--- src/verilog/fpuPkg.sv ---
package fpuPkg;

  // Half-precision word as it travels on the buses.
  typedef struct packed {
    logic       sign;
    logic [4:0] exp;
    logic [9:0] frac;
  } fp16_t;

  // Condition codes derived from the final result.
  typedef struct packed {
    logic zero;
    logic negative;
  } condCode_t;

  // Status flags raised by rounding and range checks.
  typedef struct packed {
    logic overflow;
    logic underflow;
    logic inexact;
  } opStatusFlag_t;

  // One multiply request from the host.
  typedef struct packed {
    fp16_t opA;
    fp16_t opB;
  } fpuReq_t;

  // One multiply response to the host.
  typedef struct packed {
    fp16_t         result;
    condCode_t     condCodes;
    opStatusFlag_t opStatusFlags;
  } fpuRsp_t;

  // Multiply controller states.
  typedef enum logic [1:0] {
    MUL_IDLE,
    MUL_SIGCOMP,
    MUL_DONE
  } fpuMulState_t;

endpackage : fpuPkg

--- src/verilog/fpuCoproc.sv ---
module fpuCoproc
  import fpuPkg::*;
  #(parameter int FRACW = 10,
    parameter int EXPW = 5,
    parameter int BIAS = 15)
  (input  logic    clock,
   input  logic    reset,
   input  logic    reqValid,
   output logic    reqReady,
   input  fpuReq_t req,
   output logic    rspValid,
   input  logic    rspReady,
   output fpuRsp_t rsp);

  fpuReq_t       reqReg;
  logic          busy;
  logic          mulStart;
  logic          mulDone;
  logic          reqAccept;
  logic          rspAccept;
  fp16_t         mulResult;
  condCode_t     mulCodes;
  opStatusFlag_t mulFlags;

  // One operation at a time, busy covers the multiply and the pending response.
  assign reqReady = ~busy;
  assign reqAccept = reqValid & reqReady;
  assign rspAccept = rspValid & rspReady;

  always_ff @(posedge clock, posedge reset) begin
    if (reset) begin
      busy <= 1'b0;
      mulStart <= 1'b0;
      rspValid <= 1'b0;
    end else begin
      mulStart <= reqAccept;
      if (reqAccept) begin
        busy <= 1'b1;
      end else if (rspAccept) begin
        busy <= 1'b0;
      end
      if (mulDone) begin
        rspValid <= 1'b1;
      end else if (rspAccept) begin
        rspValid <= 1'b0;
      end
    end
  end

  // Operands held until the next request, response held until taken.
  always_ff @(posedge clock) begin
    if (reqAccept) begin
      reqReg <= req;
    end
    if (mulDone) begin
      rsp <= '{result: mulResult, condCodes: mulCodes, opStatusFlags: mulFlags};
    end
  end

  fpuMul #(.FRACW(FRACW), .EXPW(EXPW), .BIAS(BIAS)) mulUnit (
    .clock         (clock),
    .reset         (reset),
    .start         (mulStart),
    .opA           (reqReg.opA),
    .opB           (reqReg.opB),
    .result        (mulResult),
    .condCodes     (mulCodes),
    .opStatusFlags (mulFlags),
    .done          (mulDone)
  );

endmodule : fpuCoproc

--- src/verilog/fpuMul.sv ---
module fpuMul
  import fpuPkg::*;
  #(parameter int FRACW = 10,
    parameter int EXPW = 5,
    parameter int BIAS = 15)
  (input  logic          clock,
   input  logic          reset,
   input  logic          start,
   input  fp16_t         opA,
   input  fp16_t         opB,
   output fp16_t         result,
   output condCode_t     condCodes,
   output opStatusFlag_t opStatusFlags,
   output logic          done);

  logic                   outSign;
  logic [FRACW:0]         sigA;
  logic [FRACW:0]         sigB;
  logic [EXPW-1:0]        effExpA;
  logic [EXPW-1:0]        effExpB;
  logic signed [EXPW+1:0] expSum;
  logic [2*FRACW+1:0]     product;
  logic                   sigMulDone;
  logic                   sticky;
  fpuMulState_t           state;
  fpuMulState_t           nextState;

  assign outSign = opA.sign ^ opB.sign;

  // Hidden bit is 0 for a denormal or zero, which also counts as exponent 1.
  assign sigA = {opA.exp != '0, opA.frac};
  assign sigB = {opB.exp != '0, opB.frac};
  assign effExpA = (opA.exp == '0) ? EXPW'(1) : opA.exp;
  assign effExpB = (opB.exp == '0) ? EXPW'(1) : opB.exp;

  // Rebiased sum, two extra bits hold the underflow sign and the overflow range.
  assign expSum = (EXPW+2)'($signed({2'b00, effExpA}) + $signed({2'b00, effExpB}) - BIAS);

  radix16Mult #(.WIDTH(FRACW + 1)) sigMultiplier (
    .clock  (clock),
    .reset  (reset),
    .start  (start),
    .mulIn1 (sigA),
    .mulIn2 (sigB),
    .mulOut (product),
    .done   (sigMulDone)
  );

  // Bits under frac, guard and round.
  assign sticky = |product[FRACW-3:0];

  fpuNormalizer #(.FRACW(FRACW), .EXPW(EXPW)) mulNormalizer (
    .unnormSign    (outSign),
    .unnormInt     (product[2*FRACW+1:2*FRACW]),
    .unnormFrac    (product[2*FRACW-1:0]),
    .unnormExp     (expSum),
    .sticky        (sticky),
    .normOut       (result),
    .opStatusFlags (opStatusFlags)
  );

  assign condCodes.zero = (result.exp == '0) && (result.frac == '0);
  assign condCodes.negative = result.sign;

  always_ff @(posedge clock, posedge reset) begin
    if (reset) begin
      state <= MUL_IDLE;
    end else begin
      state <= nextState;
    end
  end

  always_comb begin
    nextState = state;
    unique case (state)
      MUL_IDLE: begin
        if (start) begin
          nextState = MUL_SIGCOMP;
        end
      end
      MUL_SIGCOMP: begin
        if (sigMulDone) begin
          nextState = MUL_DONE;
        end
      end
      MUL_DONE: nextState = MUL_IDLE;
      default: nextState = MUL_IDLE;
    endcase
  end

  // Result is stable for the whole done cycle.
  assign done = (state == MUL_DONE);

endmodule : fpuMul

--- src/verilog/fpuNormalizer.sv ---
module fpuNormalizer
  import fpuPkg::*;
  #(parameter int FRACW = 10,
    parameter int EXPW = 5)
  (input  logic                   unnormSign,
   input  logic [1:0]             unnormInt,
   input  logic [2*FRACW-1:0]     unnormFrac,
   input  logic signed [EXPW+1:0] unnormExp,
   input  logic                   sticky,
   output fp16_t                  normOut,
   output opStatusFlag_t          opStatusFlags);

  localparam int EXP_MAX = (1 << EXPW) - 1;
  // Full product, working width (int, frac, guard, round) and the part below it.
  localparam int PW = 2 * FRACW + 2;
  localparam int WW = FRACW + 4;
  localparam int LOW = PW - WW;

  logic [PW-1:0]          fullMant;
  logic [PW-1:0]          shiftedMant;
  logic signed [EXPW+1:0] leadZeros;
  logic signed [EXPW+1:0] expLimit;
  logic signed [EXPW+1:0] leftShift;
  logic [WW-1:0]          normMant;
  logic signed [EXPW+1:0] normExp;
  logic                   normSticky;
  logic [EXPW+1:0]        rightShift;
  logic [WW-1:0]          denormMant;
  logic                   denormSticky;
  logic signed [EXPW+1:0] baseExp;
  logic [FRACW+1:0]       rounded;
  logic signed [EXPW+1:0] finalExp;
  logic                   roundUp;
  logic                   inexact;
  logic                   overflow;
  logic                   hasLead;

  assign fullMant = {unnormInt, unnormFrac};

  // Zeros between the binary point and the first set bit.
  always_comb begin
    leadZeros = (EXPW+2)'(PW - 1);
    for (int i = 0; i < PW - 1; i++) begin
      if (fullMant[i]) begin
        leadZeros = (EXPW+2)'(PW - 2 - i);
      end
    end
  end

  // Left shift never takes the exponent below 1.
  assign expLimit = unnormExp - (EXPW+2)'(1);
  assign leftShift = (unnormExp <= 1) ? '0 :
                     (leadZeros < expLimit) ? leadZeros : expLimit;
  assign shiftedMant = fullMant << leftShift;

  // Bring the integer part to exactly one.
  always_comb begin
    if (unnormInt[1]) begin
      normMant = fullMant[PW-1:LOW] >> 1;
      normSticky = sticky | fullMant[LOW];
      normExp = unnormExp + (EXPW+2)'(1);
    end else if (unnormInt[0]) begin
      normMant = fullMant[PW-1:LOW];
      normSticky = sticky;
      normExp = unnormExp;
    end else begin
      normMant = shiftedMant[PW-1:LOW];
      normSticky = |shiftedMant[LOW-1:0];
      normExp = unnormExp - leftShift;
    end
  end

  // Exponent below 1 becomes a denormal, shifted-out bits feed sticky.
  always_comb begin
    if (normExp < 1) begin
      rightShift = (EXPW+2)'(1 - normExp);
      denormMant = normMant >> rightShift;
      denormSticky = normSticky | ((normMant & ~({WW{1'b1}} << rightShift)) != '0);
      baseExp = (EXPW+2)'(1);
    end else begin
      rightShift = '0;
      denormMant = normMant;
      denormSticky = normSticky;
      baseExp = normExp;
    end
  end

  // Nearest-even on guard, round and sticky.
  assign roundUp = denormMant[1] & (denormMant[0] | denormSticky | denormMant[2]);
  assign rounded = {1'b0, denormMant[WW-2:2]} + (FRACW+2)'(roundUp);
  assign inexact = denormMant[1] | denormMant[0] | denormSticky;

  // A rounding carry renormalizes by one position.
  assign finalExp = baseExp + (EXPW+2)'(rounded[FRACW+1]);
  assign hasLead = rounded[FRACW+1] | rounded[FRACW];
  assign overflow = finalExp >= EXP_MAX;

  always_comb begin
    normOut.sign = unnormSign;
    if (overflow) begin
      normOut.exp = '1;
      normOut.frac = '0;
    end else if (hasLead) begin
      normOut.exp = finalExp[EXPW-1:0];
      normOut.frac = rounded[FRACW-1:0];
    end else begin
      normOut.exp = '0;
      normOut.frac = rounded[FRACW-1:0];
    end
  end

  assign opStatusFlags.overflow = overflow;
  assign opStatusFlags.underflow = ~overflow & ~hasLead & inexact;
  assign opStatusFlags.inexact = overflow | inexact;

endmodule : fpuNormalizer

--- src/verilog/radix16Mult.sv ---
module radix16Mult
  #(parameter int WIDTH = 11)
  (input  logic                 clock,
   input  logic                 reset,
   input  logic                 start,
   input  logic [WIDTH-1:0]     mulIn1,
   input  logic [WIDTH-1:0]     mulIn2,
   output logic [2*WIDTH-1:0]   mulOut,
   output logic                 done);

  // One 4-bit digit of the multiplier per cycle.
  localparam int ITERS = (WIDTH + 3) / 4;
  localparam int MW = 4 * ITERS;
  localparam int CW = $clog2(ITERS + 1);

  logic [2*WIDTH-1:0] multiplicand;
  logic [2*WIDTH-1:0] accum;
  logic [2*WIDTH-1:0] partial;
  logic [MW-1:0]      multiplier;
  logic [CW-1:0]      count;

  // Multiplicand is already shifted to the current digit position.
  assign partial = multiplicand * (2*WIDTH)'(multiplier[3:0]);
  assign mulOut = accum;

  // Iteration counter and the done pulse.
  always_ff @(posedge clock, posedge reset) begin
    if (reset) begin
      count <= '0;
      done <= 1'b0;
    end else if (start) begin
      count <= CW'(ITERS);
      done <= 1'b0;
    end else if (count != '0) begin
      count <= count - 1'b1;
      done <= (count == CW'(1));
    end else begin
      done <= 1'b0;
    end
  end

  // Shift-and-add datapath, product stays put once the count runs out.
  always_ff @(posedge clock) begin
    if (start) begin
      multiplicand <= {{WIDTH{1'b0}}, mulIn1};
      multiplier <= MW'(mulIn2);
      accum <= '0;
    end else if (count != '0) begin
      accum <= accum + partial;
      multiplicand <= multiplicand << 4;
      multiplier <= multiplier >> 4;
    end
  end

endmodule : radix16Mult

--- config.mk ---
export PLATFORM = sky130hd
export DESIGN_NAME = fpuCoproc
export DESIGN_NICKNAME = d
export VERILOG_FILES = /design/src/verilog/fpuPkg.sv /design/src/verilog/fpuCoproc.sv /design/src/verilog/fpuMul.sv /design/src/verilog/fpuNormalizer.sv /design/src/verilog/radix16Mult.sv
export SDC_FILE = /design/constraint.sdc
export NUM_CORES = 1
export LEC_CHECK = 0
export BUFFER_PORTS_ARGS = -buffer_cell sky130_fd_sc_hd__buf_4
export CAP_MARGIN = 40
export CELL_PAD_IN_SITES_DETAIL_PLACEMENT = 1
export CELL_PAD_IN_SITES_GLOBAL_PLACEMENT = 1
export CORE_ASPECT_RATIO = 1.5
export CORE_MARGIN = 2
export CORE_UTILIZATION = 50
export CTS_BUF_LIST = sky130_fd_sc_hd__clkbuf_2
export DETAILED_ROUTE_END_ITERATION = 10
export PLACE_DENSITY = 0.93
export RECOVER_POWER = 100
export SYNTH_ARGS = -nofsm -noshare
export SYNTH_HDL_FRONTEND = slang
export SYNTH_HIERARCHICAL = 1
export SYNTH_SLANG_ARGS = --single-unit
--- constraint.sdc ---
create_clock -name clock -period 13.2 [get_ports clock]
set_input_delay 2.64 -clock clock [delete_from_list [all_inputs] [get_ports clock]]
set_output_delay 2.64 -clock clock [all_outputs]
set_load 0.01 [all_outputs]
==> results.sh <==
export IMPL_status="finished with violations"
export IMPL_violations="capacitance limit, slew limit"
export IMPL_cts_tree="built"
export IMPL_hold_start="mulUnit/state[1]"
export IMPL_hp_class="reg -> reg"
export IMPL_slew_headroom_pct=-89.2
export IMPL_use_met2_pct=74.1
export IMPL_routabilityCongestion=1.02
export IMPL_path_delay_family="simple AND/OR/NAND/NOR gates"
export IMPL_synth_area_sq_mm=0.0123
export IMPL_grt_pass1_vias=13900
export IMPL_rrSetupSlack_ps=530
export IMPL_initial_core_util_pct=50.5
export IMPL_path_clk_slew_ps=290
export IMPL_synth_largest_area_cell="edfxtp_1"
export IMPL_vias=12600
export IMPL_reg2regPathDepth=48
export IMPL_worst_path_buf_inv=5
export IMPL_min_to="mulUnit/state[0]"
export IMPL_numCtsBuffers=17
export IMPL_syn_inst=1445
export IMPL_maxCapViolCount=2
export IMPL_hold_violations=0
export IMPL_final_nets=1614
export IMPL_path_class="reg -> reg"
export IMPL_die_w_um=132
export IMPL_gr_usage_met3_pct=8.32
export IMPL_grtUsageTotal_pct=40.9
export IMPL_finalCritPeriodShare_pct=96.0
export IMPL_ys_seq_area_share_pct=25.4
export IMPL_detailed_place_hpwl_um=36800
export IMPL_setup_viol=0
export IMPL_area_delta_synth_final_pct=6.47
export IMPL_netlist_cell_type_count=113
export IMPL_path_common_cell="ha_1"
export IMPL_mostFrequentLayoutCells="inv_1, nand2_1, nor2_1"
export IMPL_layout_commonest_cell="inv_1"
export IMPL_die_y_um=196
export IMPL_antenna_found_initial=1
export IMPL_drive_above_1_share_pct=10.7
export IMPL_grt_max_degree=56
export IMPL_fin_hold_ws_ps=417
export IMPL_timing_rr_end="rsp[4]"
export IMPL_final_core_util_pct=53.8
export IMPL_critPathMaxFanout=17
export IMPL_yosys_warnings=6
export IMPL_num_io_pins=59
export IMPL_rows=70
export IMPL_fill_cells=2923
export IMPL_critPathArrivalTime_ps=13350
export IMPL_max_freq_ghz=0.0789
export IMPL_io_buffers=58
export IMPL_drt_antenna_violating_nets=0
export IMPL_synth_fp_nets=1593
export IMPL_synth_edf_count=75
export IMPL_gr_total_overflow=0
export IMPL_top_usage_layer="met2"
export IMPL_firstDrtPassIters=5
export IMPL_worst_endpoint_required_ps=13880
export IMPL_critPathMaxStageDelay_ps=640
export IMPL_drc=0
export IMPL_avgSynthCellArea_sq_um=8.48
export IMPL_hold_path_depth=1
export IMPL_post_drt_wl_per_cell_um=29.1
export IMPL_core_region_area_sq_mm=0.0243
export IMPL_htreeDepth=4
export IMPL_grtUsageMet1_pct=38.8
export IMPL_post_cts_buffers=0
export IMPL_synth_ff_type="edfxtp_1"
export IMPL_cts_resized=0
export IMPL_die_area_sq_mm=0.0258
export IMPL_viasPerCell=7.01
export IMPL_drt_total_wl_um=52500
export IMPL_hold_buffers=0
export IMPL_ys_seq_elements=116
export IMPL_clk_insertion_delay_late_ps=840
export IMPL_grt_pass1_wl_um=80700
export IMPL_max_slew_worst_pin_slew_ps=2840
export IMPL_root_buffer="clkbuf_2"
export IMPL_drv_slew=90
export IMPL_synth_area_leaders="edfxtp_1, fa_1, ha_1"
export IMPL_crit_path_start_kind="register"
export IMPL_synthArstFlopShare_pct=6.90
export IMPL_cts_max_path_buffers=2
export IMPL_post_route_min_period_ps=12670
export IMPL_slowest_stage="fa_1"
export IMPL_cts_sinks=116
export IMPL_rr_startpoint="reqReg[28]"
export IMPL_end_kind="register"
export IMPL_clock_skew_final_ps=66.4
export IMPL_synth_top_area_share_pct=18.4
export IMPL_initialDrtViolationCount=1095
[worst max path at each step]
stage,to,cells after the start,startpoint
3_3_place_gp,rsp[4],48,reqReg[12]
5_1_grt,rsp[4],48,reqReg[28]
3_5_place_dp,rsp[4],48,reqReg[28]
6_report,rsp[4],48,reqReg[28]
2_1_floorplan,rsp[4],51,reqReg[27]
4_1_cts,rsp[4],48,reqReg[28]
[state kept, by name, indices dropped and copies added, names as in the netlist]
name and cells:
busy 1, mulUnit/sigMultiplier/multiplier 11, mulUnit/sigMultiplier/mulOut 22, rspValid 1
mulUnit/state 2, rsp 21, mulUnit/sigMultiplier/count 2, mulUnit/sigMultiplier/done 1
mulStart 1, mulUnit/sigMultiplier/multiplicand 22, reqReg 32
[cell usage after synthesis, types with 18 or more instances]
library cell / count
edfxtp_1: 75
inv_1: 130
ha_1: 54
mux2i_1: 34
nor3_1: 36
mux2_2: 19
nand2_1: 126
o21ai_1: 18
a21oi_1: 79
nand3_1: 45
a211oi_1: 22
and2_1: 81
fa_1: 58
clkbuf_1: 46
xnor2_1: 21
nor2_1: 109
buf_2: 24
dfxtp_1: 33
o21ai_0: 60
[layer usage]
metal	vias up	share of wire [%]
met1	6144	32
met2	812	51
met3	421	6.3
met4	0	11
met5	-	0
li1	5272	-
[worst register-to-register path, delay by kind of cell, from the launching register on]
kind	cells	cell delay, ps
flip-flops	1	500
AO/OA/AOI/OAI	19	4280
AND/OR/NAND/NOR	15	4310
buffers and inverters	5	650
XOR/XNOR	1	120
adder cells (fa/ha/maj)	8	2650
[cell type report]
type / instances / area (sq um) / area share, %
Sequential cell: 116 / 3110 / 23.9
Tap cell: 324 / 405 / 3.11
Inverter: 136 / 510 / 3.91
Timing Repair Buffer: 85 / 527 / 4.04
Clock buffer: 17 / 85.1 / 0.652
Multi-Input combinational cell: 1110 / 8250 / 63.2
Clock inverter: 15 / 159 / 1.22
Antenna cell: 1 / 2.50 / 0.0192
[per-stage QoR]
step	instances	area [sq um]	setup TNS [ps]	setup WS (ps)
2_1_floorplan	1445	12300	0	2230
3_3_place_gp	1762	12900	0	1600
3_5_place_dp	1770	12900	0	947
4_1_cts	1802	13200	0	629
5_1_grt	1804	13100	-34.2	-34.2
6_report	1804	13100	0	525
[cell families after synthesis]
kind of cell	Yosys count	synth area share (%)
mux	56	4.85
fa+ha+maj	112	15.0
flops	116	25.4
buf+inv	219	7.44
xor+xnor	38	2.95
compound gates	393	23.0
simple gates	511	21.4
Power is not shown: default switching activity piles up to over one toggle a cycle in this logic, so the estimate is an artifact.
